**src/arcade_io_pkg.sv**
```systemverilog
// Joystick word union, keyboard button indices, download index and reset constants
package arcade_io_pkg;

	////////////////////////////////////////////////////////////////////////////
	// Joystick word views
	////////////////////////////////////////////////////////////////////////////

	// USB pad as delivered by the host framework
	typedef struct packed {
		logic [5:0] unused;
		logic       pause;
		logic       start2;
		logic       coin;
		logic       start1;
		logic       btn_b;
		logic       btn_a;
		logic       up;
		logic       down;
		logic       left;
		logic       right;
	} usb_pad_t;

	// DB15 pad through the SNAC port
	typedef struct packed {
		logic [3:0] unused_hi;
		logic       select;
		logic       start;
		logic [2:0] unused_mid;
		logic       btn_c;
		logic       btn_b;
		logic       btn_a;
		logic       up;
		logic       down;
		logic       left;
		logic       right;
	} db15_pad_t;

	// Same 16 bits, decoded by source type
	typedef union packed {
		usb_pad_t  usb;
		db15_pad_t db15;
	} joy_word_u;

	////////////////////////////////////////////////////////////////////////////
	// Keyboard button vector
	////////////////////////////////////////////////////////////////////////////

	localparam int KB_BUTTONS = 12;

	localparam int KB_UP      = 0;
	localparam int KB_DOWN    = 1;
	localparam int KB_LEFT    = 2;
	localparam int KB_RIGHT   = 3;
	localparam int KB_SHOT    = 4;
	localparam int KB_JUMP    = 5;
	localparam int KB_START1  = 6;
	localparam int KB_START2  = 7;
	localparam int KB_COIN1   = 8;
	localparam int KB_COIN2   = 9;
	localparam int KB_PAUSE   = 10;
	localparam int KB_SERVICE = 11;

	// Download index reserved for DIP switch data
	localparam logic [7:0] DIP_DOWNLOAD_INDEX = 8'd254;

	// Reset values
	localparam logic [7:0] DIP_RESET_VALUE = 8'hFF;
	// Active-low word, all released
	localparam logic [7:0] PLAYER_IDLE     = 8'hFF;

endpackage

```
**src/ps2_button_decoder.sv**
```systemverilog
// PS/2 key event decoder holding twelve keyboard button levels
`timescale 1ns/1ps

module ps2_button_decoder
	import arcade_io_pkg::*;
(
	input  logic                  MS_CLK,
	input  logic                  arst_n,
	input  logic [10:0]           ps2_key,
	output logic [KB_BUTTONS-1:0] kb_buttons
);

	// Event fields of the key word
	logic       key_toggle;
	logic       key_pressed;
	logic [7:0] key_code;

	// Toggle bit seen on the previous clock
	logic       toggle_q;
	logic       key_event;

	assign key_toggle  = ps2_key[10];
	assign key_pressed = ps2_key[9];
	assign key_code    = ps2_key[7:0];

	// New event whenever the toggle flips
	assign key_event   = key_toggle ^ toggle_q;

	always_ff @(posedge MS_CLK or negedge arst_n) begin
		if (!arst_n) begin
			toggle_q   <= 1'b0;
			kb_buttons <= '0;
		end else begin
			toggle_q <= key_toggle;
			if (key_event) begin
				// Make sets the button, break clears it
				case (key_code)
					// Number row 1 and 2
					8'h16: kb_buttons[KB_START1]  <= key_pressed;
					8'h1E: kb_buttons[KB_START2]  <= key_pressed;
					// Number row 5 and 6
					8'h2E: kb_buttons[KB_COIN1]   <= key_pressed;
					8'h36: kb_buttons[KB_COIN2]   <= key_pressed;
					// Key 9
					8'h46: kb_buttons[KB_SERVICE] <= key_pressed;
					// Key P
					8'h4D: kb_buttons[KB_PAUSE]   <= key_pressed;
					// Cursor block
					8'h75: kb_buttons[KB_UP]      <= key_pressed;
					8'h72: kb_buttons[KB_DOWN]    <= key_pressed;
					8'h6B: kb_buttons[KB_LEFT]    <= key_pressed;
					8'h74: kb_buttons[KB_RIGHT]   <= key_pressed;
					// Ctrl fires, alt jumps
					8'h14: kb_buttons[KB_SHOT]    <= key_pressed;
					8'h11: kb_buttons[KB_JUMP]    <= key_pressed;
					// Anything else leaves the buttons alone
					default: ;
				endcase
			end
		end
	end

endmodule

```
**src/dip_switch_bank.sv**
```systemverilog
// DIP switch byte storage loaded from the download stream
`timescale 1ns/1ps

module dip_switch_bank
	import arcade_io_pkg::*;
#(
	parameter int DIP_BANKS = 2
) (
	input  logic                   MS_CLK,
	input  logic                   arst_n,
	input  logic                   ioctl_wr,
	input  logic [7:0]             ioctl_index,
	input  logic [24:0]            ioctl_addr,
	input  logic [7:0]             ioctl_dout,
	output logic [DIP_BANKS*8-1:0] dip_bytes
);

	// Write aimed at the DIP area at all
	logic dip_wr;

	assign dip_wr = ioctl_wr && (ioctl_index == DIP_DOWNLOAD_INDEX);

	// One byte lane per stored bank, byte 0 in the low bits
	always_ff @(posedge MS_CLK or negedge arst_n) begin
		if (!arst_n) begin
			for (int i = 0; i < DIP_BANKS; i++) begin
				dip_bytes[i*8 +: 8] <= DIP_RESET_VALUE;
			end
		end else if (dip_wr) begin
			// Addresses past the last bank match no lane and drop out
			for (int i = 0; i < DIP_BANKS; i++) begin
				if (ioctl_addr == 25'(i)) begin
					dip_bytes[i*8 +: 8] <= ioctl_dout;
				end
			end
		end
	end

endmodule

```
**src/player_input_mapper.sv**
```systemverilog
// Merge of keyboard, USB and DB15 controls into player words and pause request
`timescale 1ns/1ps

module player_input_mapper
	import arcade_io_pkg::*;
(
	input  logic                  MS_CLK,
	input  logic                  arst_n,
	input  logic [KB_BUTTONS-1:0] kb_buttons,
	input  joy_word_u             joystick_0,
	input  joy_word_u             joystick_1,
	input  joy_word_u             db15_1,
	input  joy_word_u             db15_2,
	input  logic [1:0]            snac_dev,
	output logic [7:0]            player1,
	output logic [7:0]            player2,
	output logic                  pause_request
);

	// DB15 words after the SNAC enables
	joy_word_u  db1;
	joy_word_u  db2;

	// Active-high merged controls
	logic [7:0] p1_act;
	logic [7:0] p2_act;
	logic       pause_act;

	assign db1 = snac_dev[0] ? db15_1 : '0;
	assign db2 = snac_dev[1] ? db15_2 : '0;

	////////////////////////////////////////////////////////////////////////////
	// Player 1: start2 start1 jump shot down up left right
	////////////////////////////////////////////////////////////////////////////
	always_comb begin
		p1_act[0] = kb_buttons[KB_RIGHT] | joystick_0.usb.right | db1.db15.right;
		p1_act[1] = kb_buttons[KB_LEFT]  | joystick_0.usb.left  | db1.db15.left;
		p1_act[2] = kb_buttons[KB_UP]    | joystick_0.usb.up    | db1.db15.up;
		p1_act[3] = kb_buttons[KB_DOWN]  | joystick_0.usb.down  | db1.db15.down;
		p1_act[4] = kb_buttons[KB_SHOT]  | joystick_0.usb.btn_a | db1.db15.btn_a;
		p1_act[5] = kb_buttons[KB_JUMP]  | joystick_0.usb.btn_b | db1.db15.btn_b;
		// Either USB pad may start
		p1_act[6] = kb_buttons[KB_START1] | db1.db15.start
			| joystick_0.usb.start1 | joystick_1.usb.start1;
		// DB15-1 button C doubles as start 2 for a single pad
		p1_act[7] = kb_buttons[KB_START2] | db2.db15.start | db1.db15.btn_c
			| joystick_0.usb.start2 | joystick_1.usb.start2;
	end

	////////////////////////////////////////////////////////////////////////////
	// Player 2: coin2 coin1 jump shot down up left right
	////////////////////////////////////////////////////////////////////////////
	always_comb begin
		p2_act[0] = kb_buttons[KB_RIGHT] | joystick_1.usb.right | db2.db15.right;
		p2_act[1] = kb_buttons[KB_LEFT]  | joystick_1.usb.left  | db2.db15.left;
		p2_act[2] = kb_buttons[KB_UP]    | joystick_1.usb.up    | db2.db15.up;
		p2_act[3] = kb_buttons[KB_DOWN]  | joystick_1.usb.down  | db2.db15.down;
		p2_act[4] = kb_buttons[KB_SHOT]  | joystick_1.usb.btn_a | db2.db15.btn_a;
		p2_act[5] = kb_buttons[KB_JUMP]  | joystick_1.usb.btn_b | db2.db15.btn_b;
		// Coins follow the pad of each port, select on DB15
		p2_act[6] = kb_buttons[KB_COIN1] | db1.db15.select | joystick_0.usb.coin;
		p2_act[7] = kb_buttons[KB_COIN2] | db2.db15.select | joystick_1.usb.coin;
	end

	// Pause stays active high, start plus A on a DB15 pad
	assign pause_act = kb_buttons[KB_PAUSE]
		| joystick_0.usb.pause | joystick_1.usb.pause
		| (db1.db15.start & db1.db15.btn_a)
		| (db2.db15.start & db2.db15.btn_a);

	// Registered active-low words for the game
	always_ff @(posedge MS_CLK or negedge arst_n) begin
		if (!arst_n) begin
			player1       <= PLAYER_IDLE;
			player2       <= PLAYER_IDLE;
			pause_request <= 1'b0;
		end else begin
			player1       <= ~p1_act;
			player2       <= ~p2_act;
			pause_request <= pause_act;
		end
	end

endmodule

```
**src/video_output_stage.sv**
```systemverilog
// Colour expansion, blank and sync polarity fix and aspect-ratio selection
`timescale 1ns/1ps

module video_output_stage (
	input  logic        MS_CLK,
	input  logic        arst_n,
	input  logic [3:0]  core_r,
	input  logic [3:0]  core_g,
	input  logic [3:0]  core_b,
	input  logic        core_hblank_n,
	input  logic        core_vblank_n,
	input  logic        core_hsync,
	input  logic        core_vsync_n,
	input  logic [1:0]  aspect_sel,
	input  logic        vertical,
	output logic [23:0] rgb,
	output logic        hblank,
	output logic        vblank,
	output logic        hsync,
	output logic        vsync,
	output logic [11:0] video_arx,
	output logic [11:0] video_ary
);

	// Next aspect pair
	logic [11:0] arx_d;
	logic [11:0] ary_d;

	////////////////////////////////////////////////////////////////////////////
	// Aspect ratio
	////////////////////////////////////////////////////////////////////////////
	always_comb begin
		if (aspect_sel == 2'd0) begin
			// Native 4:3, turned for a vertical monitor
			arx_d = vertical ? 12'd3 : 12'd4;
			ary_d = vertical ? 12'd4 : 12'd3;
		end else begin
			// Custom ratio slot, ary of zero marks it
			arx_d = {10'd0, aspect_sel} - 12'd1;
			ary_d = 12'd0;
		end
	end

	////////////////////////////////////////////////////////////////////////////
	// Output registers
	////////////////////////////////////////////////////////////////////////////
	always_ff @(posedge MS_CLK or negedge arst_n) begin
		if (!arst_n) begin
			rgb       <= '0;
			hblank    <= 1'b1;
			vblank    <= 1'b1;
			hsync     <= 1'b0;
			vsync     <= 1'b0;
			video_arx <= 12'd4;
			video_ary <= 12'd3;
		end else begin
			// Nibble repeated so 0 maps to 00h and F to FFh
			rgb       <= {core_r, core_r, core_g, core_g, core_b, core_b};
			// Core blanks are active low
			hblank    <= ~core_hblank_n;
			vblank    <= ~core_vblank_n;
			// Hsync already in framework polarity
			hsync     <= core_hsync;
			vsync     <= ~core_vsync_n;
			video_arx <= arx_d;
			video_ary <= ary_d;
		end
	end

endmodule

```
**src/arcade_io_top.sv**
```systemverilog
// Top level of the input and video glue with decoder, DIP bank, mapper and video stage
`timescale 1ns/1ps

module arcade_io_top
	import arcade_io_pkg::*;
#(
	parameter int DIP_BANKS = 2
) (
	input  logic                   MS_CLK,
	input  logic                   arst_n,
	// Keyboard
	input  logic [10:0]            ps2_key,
	// Download port
	input  logic                   ioctl_wr,
	input  logic [7:0]             ioctl_index,
	input  logic [24:0]            ioctl_addr,
	input  logic [7:0]             ioctl_dout,
	// Joysticks
	input  joy_word_u              joystick_0,
	input  joy_word_u              joystick_1,
	input  joy_word_u              db15_1,
	input  joy_word_u              db15_2,
	input  logic [1:0]             snac_dev,
	// Core video
	input  logic [3:0]             core_r,
	input  logic [3:0]             core_g,
	input  logic [3:0]             core_b,
	input  logic                   core_hblank_n,
	input  logic                   core_vblank_n,
	input  logic                   core_hsync,
	input  logic                   core_vsync_n,
	input  logic [1:0]             aspect_sel,
	input  logic                   vertical,
	// Game side
	output logic [7:0]             player1,
	output logic [7:0]             player2,
	output logic                   pause_request,
	output logic [DIP_BANKS*8-1:0] dip_bytes,
	// Framework video
	output logic [23:0]            rgb,
	output logic                   hblank,
	output logic                   vblank,
	output logic                   hsync,
	output logic                   vsync,
	output logic [11:0]            video_arx,
	output logic [11:0]            video_ary
);

	// Held keyboard levels, one cycle behind the key event
	logic [KB_BUTTONS-1:0] kb_buttons;

	ps2_button_decoder u_kbd (
		.MS_CLK     (MS_CLK),
		.arst_n     (arst_n),
		.ps2_key    (ps2_key),
		.kb_buttons (kb_buttons)
	);

	dip_switch_bank #(
		.DIP_BANKS (DIP_BANKS)
	) u_dip (
		.MS_CLK      (MS_CLK),
		.arst_n      (arst_n),
		.ioctl_wr    (ioctl_wr),
		.ioctl_index (ioctl_index),
		.ioctl_addr  (ioctl_addr),
		.ioctl_dout  (ioctl_dout),
		.dip_bytes   (dip_bytes)
	);

	// Keyboard path totals two cycles, joysticks one
	player_input_mapper u_map (
		.MS_CLK        (MS_CLK),
		.arst_n        (arst_n),
		.kb_buttons    (kb_buttons),
		.joystick_0    (joystick_0),
		.joystick_1    (joystick_1),
		.db15_1        (db15_1),
		.db15_2        (db15_2),
		.snac_dev      (snac_dev),
		.player1       (player1),
		.player2       (player2),
		.pause_request (pause_request)
	);

	video_output_stage u_vid (
		.MS_CLK        (MS_CLK),
		.arst_n        (arst_n),
		.core_r        (core_r),
		.core_g        (core_g),
		.core_b        (core_b),
		.core_hblank_n (core_hblank_n),
		.core_vblank_n (core_vblank_n),
		.core_hsync    (core_hsync),
		.core_vsync_n  (core_vsync_n),
		.aspect_sel    (aspect_sel),
		.vertical      (vertical),
		.rgb           (rgb),
		.hblank        (hblank),
		.vblank        (vblank),
		.hsync         (hsync),
		.vsync         (vsync),
		.video_arx     (video_arx),
		.video_ary     (video_ary)
	);

endmodule

```
**config.mk**
```make
export PLATFORM = sky130hd
export DESIGN_NAME = arcade_io_top
export DESIGN_NICKNAME = d
export VERILOG_FILES = /design/src/arcade_io_pkg.sv /design/src/ps2_button_decoder.sv /design/src/dip_switch_bank.sv /design/src/player_input_mapper.sv /design/src/video_output_stage.sv /design/src/arcade_io_top.sv
export SDC_FILE = /design/constraint.sdc
export NUM_CORES = 1
export LEC_CHECK = 0
export ABC_CLOCK_PERIOD_IN_PS = 2900
export BUFFER_PORTS_ARGS = -buffer_cell sky130_fd_sc_hd__buf_2
export CAP_MARGIN = 40
export CORE_MARGIN = 5
export CORE_UTILIZATION = 43
export CTS_CLUSTER_SIZE = 25
export DETAILED_ROUTE_END_ITERATION = 10
export GPL_TIMING_DRIVEN = 1
export PLACE_DENSITY = 0.86
export SLEW_MARGIN = 20
export SYNTH_ARGS = -nofsm -noshare
export SYNTH_HDL_FRONTEND = slang
export SYNTH_HIERARCHICAL = 1
export SYNTH_SLANG_ARGS = --single-unit
```
**constraint.sdc**
```tcl
create_clock -name MS_CLK -period 2.9 [get_ports MS_CLK]
set_input_delay 0.435 -clock MS_CLK [delete_from_list [all_inputs] [get_ports MS_CLK]]
set_output_delay 0.435 -clock MS_CLK [all_outputs]
set_load 0.02 [all_outputs]
```
# Word-level counts from Yosys, hierarchy flattened
# Index checks and enable logic that the tools add are counted.
[totals] register_bits=97 in_bits=140 output_inout_bits=85 word_cells=107
[op_classes] add_sub_neg=1 n_eq_ne=13 mux=6 n_bitwise=47 reduce_logical=16
[op_table] op="12-bit two-way mux" n=4
[op_table] op="8-bit by 7-bit equality test with 1-bit output (second input constant)" n=5
[op_table] op="1-bit OR" n=39
[op_table] op="8-bit by 5-bit equality test with 1-bit output (second input constant)" n=4
[op_table] op="2-bit AND reduction" n=13
[op_table] op="25-bit by 1-bit equality test with 1-bit output (second input constant)" n=1
[op_table] op="25-bit logical NOT" n=1
[op_table] op="8-bit by 6-bit equality test with 1-bit output (second input constant)" n=2
[op_table] op="8-bit NOT" n=2
[op_table] op="8-bit equality test (second input constant)" n=1
[op_table] op="3-bit two-way mux" n=2
[op_table] op="1-bit NOT" n=3
[op_table] op="2-bit by 1-bit subtractor with 3-bit output (second input constant)" n=1
[op_table] op="1-bit bitwise AND" n=2
[op_table] op="2-bit logical NOT" n=1
[op_table] op="1-bit logical AND" n=1
[op_table] op="1-bit XOR" n=1

# Longest topological paths before layout
# Gate-level depths: netlist of run 1.
[depth] depth_word=6 mapped_depth=5

# Hierarchy
# Netlist of run 1, hierarchy kept.
[modules_own_cells] module="video_output_stage" n_inst=1 cells_each=62 area_per_inst_um2=833.3
[modules_own_cells] module="dip_switch_bank" n_inst=1 cells_each=47 area_per_inst_um2=755.7
[modules_own_cells] module="ps2_button_decoder" n_inst=1 cells_each=56 area_per_inst_um2=705.7
[modules_own_cells] module="player_input_mapper" n_inst=1 cells_each=40 area_per_inst_um2=629.4

# Least setup slack after synthesis of run 1
# No wires, ideal clock.
[synth_path] path_type="input -> register" startpoint="input port ioctl_addr[5]" endpoint="register u_dip.dip_bytes[10]" setup_time_ps=82 arrival_time_ps=1815 t_required_ps=2818 setup_slack_ps=1003 stages=5 cell_sequence="nor4_1 > nand4_1 > or4_4 > buf_6 > mux2_4"
[synth_between] elab_chain_cells=2
[synth_rtl] item="from (decl)" line_no="arcade_io_top.sv:16" text="input logic [24:0] ioctl_addr,"
[synth_rtl] item="25-bit by 1-bit equality test with 1-bit output" line_no="dip_switch_bank.sv:32" text="if (ioctl_addr == 25'(i)) begin"
[synth_rtl] item="2-bit AND reduction (no source line)"
[synth_rtl] item="to (signal, indexed assignment)" line_no="dip_switch_bank.sv:33" text="dip_bytes[i*8 +: 8] <= ioctl_dout;"
[synth_rtl] item="to (decl)" line_no="dip_switch_bank.sv:15" text="output logic [DIP_BANKS*8-1:0] dip_bytes"
# Every way passes these cells.
# A chain may end at the register's enable or synchronous reset.

# Worst setup path after layout of run 1
[layout_path] startpoint="input port ioctl_addr[5]" endpoint="register u_dip.dip_bytes[12]"
# Same word-level chain as after synthesis.

==> results of run 1 <==
[metal layers]
layer	share of wire, %	vias to the layer above	GRT usage [%]
met5	0	-	0
met4	1.5	0	6.06
met3	8.4	10	5.40
met2	53	107	30.1
met1	38	1073	20.1
li1	-	1048	-
[final cells by class]
cell class | count | area, um2 | area share (%)
Clock buffer | 15 | 186 | 4.77
Clock inverter | 1 | 5.00 | 0.128
Inverter | 4 | 15.0 | 0.384
Multi-Input combinational cell | 105 | 905 | 23.2
Sequential cell | 67 | 1720 | 44.1
Tap cell | 77 | 96.3 | 2.47
Timing Repair Buffer | 189 | 976 | 25.0
[metrics by stage]
stage / power, mW / worst slack [ps] / util [%] / hold WS [ps]
detailed placement: 1.30 / 736 / 57.5 / 383
CTS: 2.04 / 1110 / 60.5 / 174
finish: 2.01 / 1030 / 60.8 / 80.3
global route: 2.11 / 995 / 60.8 / 53.5
global placement: 1.29 / 818 / 57.5 / 386
floorplan: 1.17 / 1000 / - / 139
[worst register-to-register path: stages (launching register included)]
cell     delay, ps
dfrtp_1        400
xor2_2         410
nand4_1        190
mux2_1         350
[flip-flops by register name, summed over array words and instances, names as in the netlist]
name	count
u_vid/vblank	1
u_vid/video_ary	2
u_vid/vsync	1
u_vid/rgb	12
u_kbd/toggle_q	1
u_vid/hblank	1
u_map/pause_request	1
u_vid/video_arx	4
u_kbd/kb_buttons	11
u_map/player2	8
u_dip/dip_bytes	16
u_vid/hsync	1
u_map/player1	8
[worst max-delay path by stage]
| stage | from | end |
|---|---|---|
| after global routing | ioctl_addr[5] | u_dip/dip_bytes[6]$_DFFE_PN1P_ |
| after detailed placement | ioctl_addr[5] | u_dip/dip_bytes[7]$_DFFE_PN1P_ |
| after floorplan | ioctl_addr[5] | u_dip/dip_bytes[10]$_DFFE_PN1P_ |
| after global placement | ioctl_addr[5] | u_dip/dip_bytes[9]$_DFFE_PN1P_ |
| after CTS | ioctl_addr[5] | u_dip/dip_bytes[7]$_DFFE_PN1P_ |
| final | ioctl_addr[5] | u_dip/dip_bytes[12]$_DFFE_PN1P_ |
[placed cells by master, fill, tap and decap left out]
master,instances
buf_12,2
nand3_1,8
buf_2,187
nand4_1,9
mux2_1,10
dfrtp_1,31
dfstp_2,36
nor4_1,4
conb_1,10
nor3_1,4
and4b_1,5
and4bb_1,1
nor4b_2,1
clkinv_2,1
mux2_2,8
a2111oi_2,1
or4_4,1
a211oi_1,14
nor4_2,1
clkbuf_8,13
xor2_2,1
or3_4,1
mux2_4,9
nor4b_1,1
nor3b_2,1
a21o_1,1
nor2_1,5
nor2b_1,6
clkbuf_1,2
inv_1,4
nor4b_4,1
nor4_4,1
a22o_1,1
[power breakdown]
part | switching (mW) | internal, mW
clock | 0.316 | 0.404
sequential | 0.0161 | 0.987
combinational | 0.168 | 0.115
==> results.ini, run 1 <==
[place]
io_buffers=187
dpl_cell_area_um2=3690
place_inst=441
gp_congestion=0.877
dp_hpwl_um=6030

[timing]
hold_violations=0
fin_crit_sh_pct=64.6
setup-tns-final_ps=0
slew_headroom_pct=59.5
setup_viol=0
skew_ps=1.54
min_period_ps=1870
drv_slew=0
rsz0062_at_grt=false
tightestPinTransition_ps=603
timing.fmax_mhz=534

[worst_setup_path]
crit_arrival_ps=2130
rr_startpoint=u_kbd/toggle_q$_DFF_PN0_
cpMaxStageDelayCell=or4_4
crit_path_cell_trace=buf_2 -> nor4_1 -> nand4_1 -> or4_4 -> mux2_4
path_max_fanout=8
worst-path-buf-inv=1
reg2regPathDepth=3
cpPeakStageDelay_ps=650
start_kind=input pin
criticalPathCategory=in2reg
worst-path-stages=5
crit_path_end_kind=flip-flop
rr_endpoint=u_kbd/kb_buttons[2]$_DFFE_PN0P_
ff2ff_setup_slack_ps=1440
crit_required_ps=3160
crit_family=simple AND/OR/NAND/NOR gates

[final_layout]
nets=516
fillers=523
layout-drive-gt1-share_pct=69.6
final_cell_area_um2=3910
diodes=0
stdcell_count=458
syn2layout_area_growth_pct=35.5

[drt]
wl_per_cell_um=15.9
drt_iter0_drc=34
ant_nets=0
routed_wl_um=7280
dr_total_vias=2238
drc=0
drt_first_pass_iters=4
vias_per_cell=4.89

[die]
floorplan.die_area_um2=8440
num_rows=29
die_w_um=91.9
start_util_pct=44.9
core-area_um2=6420
chipHeight_um=91.9
ios=225

[grt]
antenna_found_initial=0
overflow=0
grt_use_total_pct=17.3
grt_max_degree=36
grt_pass1_wl_um=11500
grt_pass1_vias=2328

[min_path]
min_path_type=in2async

[clocking]
clkTransAtPathRegs_ps=60
h-tree-depth=3
ctsResizeCount=0
clk_path_buf_depth=2
numCtsBuffers=9
root_buffer=clkbuf_8
cts_sinks=67
clk_latency_ps=330
cts_setup_buffers=0
tritoncts=yes
cts_hold_buf=0

[run]
max_cap_violations=0

[synth]
synthCells=202
synth_warnings=6
syn-cell-area_um2=2880
postSynthAreaPerCell_um2=14.3

[power]
leakagePower_nw=2.04
ir_drop_mv=0.305
power_density_nw_per_um2=514

[outcome]
status=finished clean

Note: power is estimated with default switching activity, not from simulation.
==> run 2: changes to the inputs <==
ABC_CLOCK_PERIOD_IN_PS = 1750   (was 2900)
CORE_UTILIZATION = 40   (was 43)
PLACE_DENSITY = 0.81   (was 0.86)
clock period = 1.75 ns   (was 2.9 ns; I/O delays follow)
==> results.ini, run 2 (synthesis gave the netlist of run 1 again) <==
[grt]
overflow=0
antenna_found_initial=0
grt_use_total_pct=16.6
met2_usage_pct=28.3
groute.layer.met1.usage_pct=19.7
grt_pass1_vias=2239
met3_usage_pct=4.38
top_usage_layer=met2
grt_max_degree=68
grt_pass1_wl_um=11200

[place]
io_buffers=187
place_inst=467
dpl_cell_area_um2=3750
dp_hpwl_um=6240
gp_congestion=0.849

[power]
power_density_nw_per_um2=883
p_total_mw=3.51
leakagePower_nw=2.06
ir_drop_mv=0.438

[clocking]
root_buffer=clkbuf_8
clkTransAtPathRegs_ps=80
ctsResizeCount=0
cts_sinks=67
tritoncts=yes
clk_path_buf_depth=2
h-tree-depth=3
clk_latency_ps=330
numCtsBuffers=9

[worst_setup_path]
rr_endpoint=u_kbd/kb_buttons[10]$_DFFE_PN0P_
ff2ff_setup_slack_ps=270
crit_family=simple AND/OR/NAND/NOR gates
crit_arrival_ps=1790
path_max_fanout=8
cpMaxStageDelayCell=or4_4
reg2regPathDepth=3
criticalPathCategory=in2reg
crit_path_cell_trace=buf_2 -> nand4_1 -> or3_4 -> or4_4 -> mux2_4
crit_path_end_kind=flip-flop
crit_required_ps=2010
start_kind=input pin
worst-path-buf-inv=1
cpPeakStageDelay_ps=640
rr_startpoint=u_kbd/toggle_q$_DFF_PN0_

[final_layout]
diodes=0
largest_register=u_dip/dip_bytes
final_cell_mix=buf_2, dfstp_2, dfrtp_1
fillers=654
final_common_cell=buf_2
largest_reg_flops=16
reg.largest.list=u_dip/dip_bytes: 16 flops, u_vid/rgb: 12 flops, u_kbd/kb_buttons: 11 flops
syn2layout_area_growth_pct=38.0
final_cell_area_um2=3980
nets=520
layout-drive-gt1-share_pct=70.1
stdcell_count=484

[timing]
setup-tns-final_ps=0
timing.fmax_mhz=653
hold_violations=0
rsz0062_at_grt=false
skew_ps=9.51
setup_viol=0
fin_crit_sh_pct=87.5
min_period_ps=1530
drv_slew=0

[min_path]
holdPathEnd=u_vid/rgb[19]$_DFF_PN0_
hold_start=core_r[3]
min_path_cells=1
min_path_type=in2reg

[drt]
wl_per_cell_um=15.7
ant_nets=0
dr_total_vias=2252
drc=0
routed_wl_um=7600
drt_first_pass_iters=4
drt_iter0_drc=28
vias_per_cell=4.65

[die]
ios=225
start_util_pct=40.4
core-area_um2=7140
num_rows=31
die_w_um=94.9
floorplan.die_area_um2=9000
chipHeight_um=94.9

[outcome]
status=finished clean

[run]
max_cap_violations=0

## run 2: cell types whose count changed in the layout (fill, tap and decap cells not counted)
cell,previous run,this run
bufinv_16,0,2
clkbuf_8,13,9
inv_6,0,1
clkinv_2,1,3
buf_4,0,4
buf_12,2,1
clkinvlp_4,0,1
dlygate4sd3_1,0,1
clkbuf_1,2,0
## run 2: through the flow
stage | utilization, % | setup slack (ps) | hold slack, ps
global route | 55.7 | 135 | 3.95
finish | 55.7 | 218 | 31.6
CTS | 55.7 | 239 | 9.20
global placement | 52.6 | -85.6 | 301
detailed placement | 52.6 | -127 | 310
floorplan | - | 25.5 | -33.1
## run 2: worst max-delay path by stage
stage	cells past startpoint	end	startpoint	slack (ps)
finish	5	u_dip/dip_bytes[15]$_DFFE_PN1P_	ioctl_index[5]	220
global route	7	u_dip/dip_bytes[7]$_DFFE_PN1P_	ioctl_addr[9]	140
CTS	5	u_dip/dip_bytes[15]$_DFFE_PN1P_	ioctl_addr[9]	240
detailed placement	5	u_dip/dip_bytes[15]$_DFFE_PN1P_	ioctl_addr[9]	-130
global placement	5	u_dip/dip_bytes[8]$_DFFE_PN1P_	ioctl_index[7]	-90
floorplan	5	u_dip/dip_bytes[10]$_DFFE_PN1P_	ioctl_addr[5]	30
## run 2: power breakdown
part           internal, mW  switching, mW  total [mW]
clock network         0.799          0.585        1.38
logic                 0.187          0.279       0.466
registers              1.63         0.0278        1.66
## run 2: layout make-up
cell class	count	area (um2)	share of cell area (%)
clock buffer	9	124	3.12
clock inverter	7	91.3	2.30
inverter	4	15.0	0.378
multi-input combinational	105	905	22.8
sequential	67	1720	43.3
tap	99	124	3.12
timing repair buffer	193	996	25.0
## run 2: routing by layer
layer,wire (um),up-vias
met5,0,-
met4,134,0
met3,665,12
met2,3990,107
met1,2810,1086
li1,-,1047
## run 2: repair_timing
| item | CTS | global route |
|---|---|---|
| endpoints found under the hold margin | 31 | 0 |
| setup buffers | 0 | 0 |
| hold buffers | 1 | 0 |
==> run 3: changes to the inputs <==
ABC_CLOCK_PERIOD_IN_PS = 1300   (was 1750)
CORE_UTILIZATION = 36   (was 40)
PLACE_DENSITY = 0.77   (was 0.81)
clock period = 1.3 ns   (was 1.75 ns; I/O delays follow)
==> results.ini, run 3 (synthesis gave the netlist of run 1 again) <==
[place]
dp_hpwl_um=6220
io_buffers=187
dpl_cell_area_um2=3780
place_ws_ps=-479
gp_congestion=0.877

[worst_setup_path]
reg2regPathDepth=4
rr_endpoint=u_kbd/kb_buttons[2]$_DFFE_PN0P_
start_kind=input pin
rr_startpoint=u_kbd/toggle_q$_DFF_PN0_
critPathCapture=u_dip/dip_bytes[12]$_DFFE_PN1P_
path_max_fanout=8
crit_path_start=ioctl_addr[5]
ff2ff_setup_slack_ps=20
crit_arrival_ps=1700
crit_path_cell_trace=buf_6 -> nor4_4 -> nand4_1 -> or4_4 -> mux2_4
crit_path_end_kind=flip-flop
criticalPathCategory=in2reg
cpPeakStageDelay_ps=670
cpMaxStageDelayCell=or4_4
crit_required_ps=1560

[final_layout]
nets=571
final_cell_mix=buf_2, dlygate4sd3_1, dfstp_2
syn2layout_area_growth_pct=62.7
ff_latch_area_um2=1720
largest_reg_flops=16
fillers=630
multi_input_area_um2=1030
diodes=0
final_common_cell=buf_2
layout-drive-gt1-share_pct=66.1
largest_register=u_dip/dip_bytes
reg.largest.list=u_dip/dip_bytes: 16 flops, u_vid/rgb: 12 flops, u_kbd/kb_buttons: 11 flops
final_cell_area_um2=4690

[grt]
grt_pass1_vias=2740
antenna_found_initial=0
grt_max_degree=68
grt_use_total_pct=17.2
overflow=0
grt_pass1_wl_um=13300

[die]
chipHeight_um=99.5
die_w_um=99.5
ios=225
floorplan.die_area_um2=9890
core-area_um2=7770
num_rows=32
start_util_pct=37.1

[drt]
drc=0
drt_iter0_drc=33
dr_total_vias=2453
wl_per_cell_um=16.2
vias_per_cell=4.56
ant_nets=0
routed_wl_um=8710
drt_first_pass_iters=4

[clocking]
clkTransAtPathRegs_ps=70
cts_setup_buffers=0
root_buffer=clkbuf_8
h-tree-depth=3
clk_path_buf_depth=2
tritoncts=yes
numCtsBuffers=9
cts_sinks=67
clk_latency_ps=330

[timing]
drv_slew=0
setup_ws_ps=-143
timing.fmax_mhz=693
min_period_ps=1440
setup_viol=16
rsz0062_at_grt=true
fin_crit_sh_pct=111
hold_violations=0
whs_ps=20.7
skew_ps=5.06

[power]
pwr-share-clk_pct=37.1
ir_drop_mv=0.479
p_sw_mw=1.23
netSwitchingFraction_pct=25.2
power_density_nw_per_um2=1040
p_total_mw=4.86
seqPwrFrac_pct=46.2
p_comb_share_pct=16.8
p_int_mw=3.63
leakagePower_nw=2.35

[min_path]
min_path_type=in2reg

[outcome]
status=finished with violations
violations=setup timing

[run]
max_cap_violations=0

-- run 3: power groups by stage --
stage / clock, mW / combinational (mW) / sequential, mW
after floorplan: 0 / 0.248 / 2.36
after global placement: 0 / 0.624 / 2.27
after detailed placement: 0 / 0.638 / 2.28
after CTS: 1.85 / 0.781 / 2.24
after global routing: 1.96 / 0.878 / 2.25
final: 1.80 / 0.814 / 2.24
-- run 3: area by class of cell --
cell class                      count  area share (%)
Inverter                            4           0.320
Tap cell                          102            2.72
Clock buffer                       12            3.52
Sequential cell                    67            36.7
Clock inverter                      4            1.01
Timing Repair Buffer              244            33.6
Multi-Input combinational cell    105            22.1
-- run 3: how the worst min path moves through the flow --
stage | startpoint | slack, ps | depth (start not counted) | endpoint
floorplan | arst_n | -100 | 0 | u_kbd/kb_buttons[0]$_DFFE_PN0P_
global placement | arst_n | 230 | 2 | u_vid/rgb[6]$_DFF_PN0_
detailed placement | arst_n | 240 | 2 | u_vid/rgb[6]$_DFF_PN0_
CTS | db15_1[0] | 1 | 2 | u_map/player1[0]$_DFF_PN1_
global route | db15_1[0] | 10 | 2 | u_map/player1[0]$_DFF_PN1_
finish | db15_1[0] | 20 | 2 | u_map/player1[0]$_DFF_PN1_
-- run 3: per-stage QoR --
step                cells  TNS [ps]  util, %
finish                538     -1180     60.3
global route          538     -1910     60.3
CTS                   536      -798     59.0
detailed placement    471     -7010     48.7
global placement      471     -6540     48.7
floorplan             211     -5380        -
-- run 3: timing repair --
item | in CTS | in global routing
hold buffers | 49 | 1
setup endpoints to repair | 17 | 25
gates resized for setup | 17 | 19
pin swaps | 6 | 6
hold endpoints to repair | 66 | 1
cloned | 0 | 1
-- run 3: metal layers --
| metal | vias to the layer above | part of all wire, % | track usage, % |
|---|---|---|---|
| met3 | 12 | 7.3 | 3.72 |
| li1 | 1150 | - | - |
| met5 | - | 0 | 0 |
| met2 | 120 | 55 | 32.8 |
| met4 | 0 | 1.7 | 6.93 |
| met1 | 1171 | 36 | 18.2 |
-- run 3: worst max-delay path, delay by kind of cell --
kind,cells,cell delay [ps]
muxes,1,340
buffers and inverters,1,100
and+or+nand+nor,3,1060
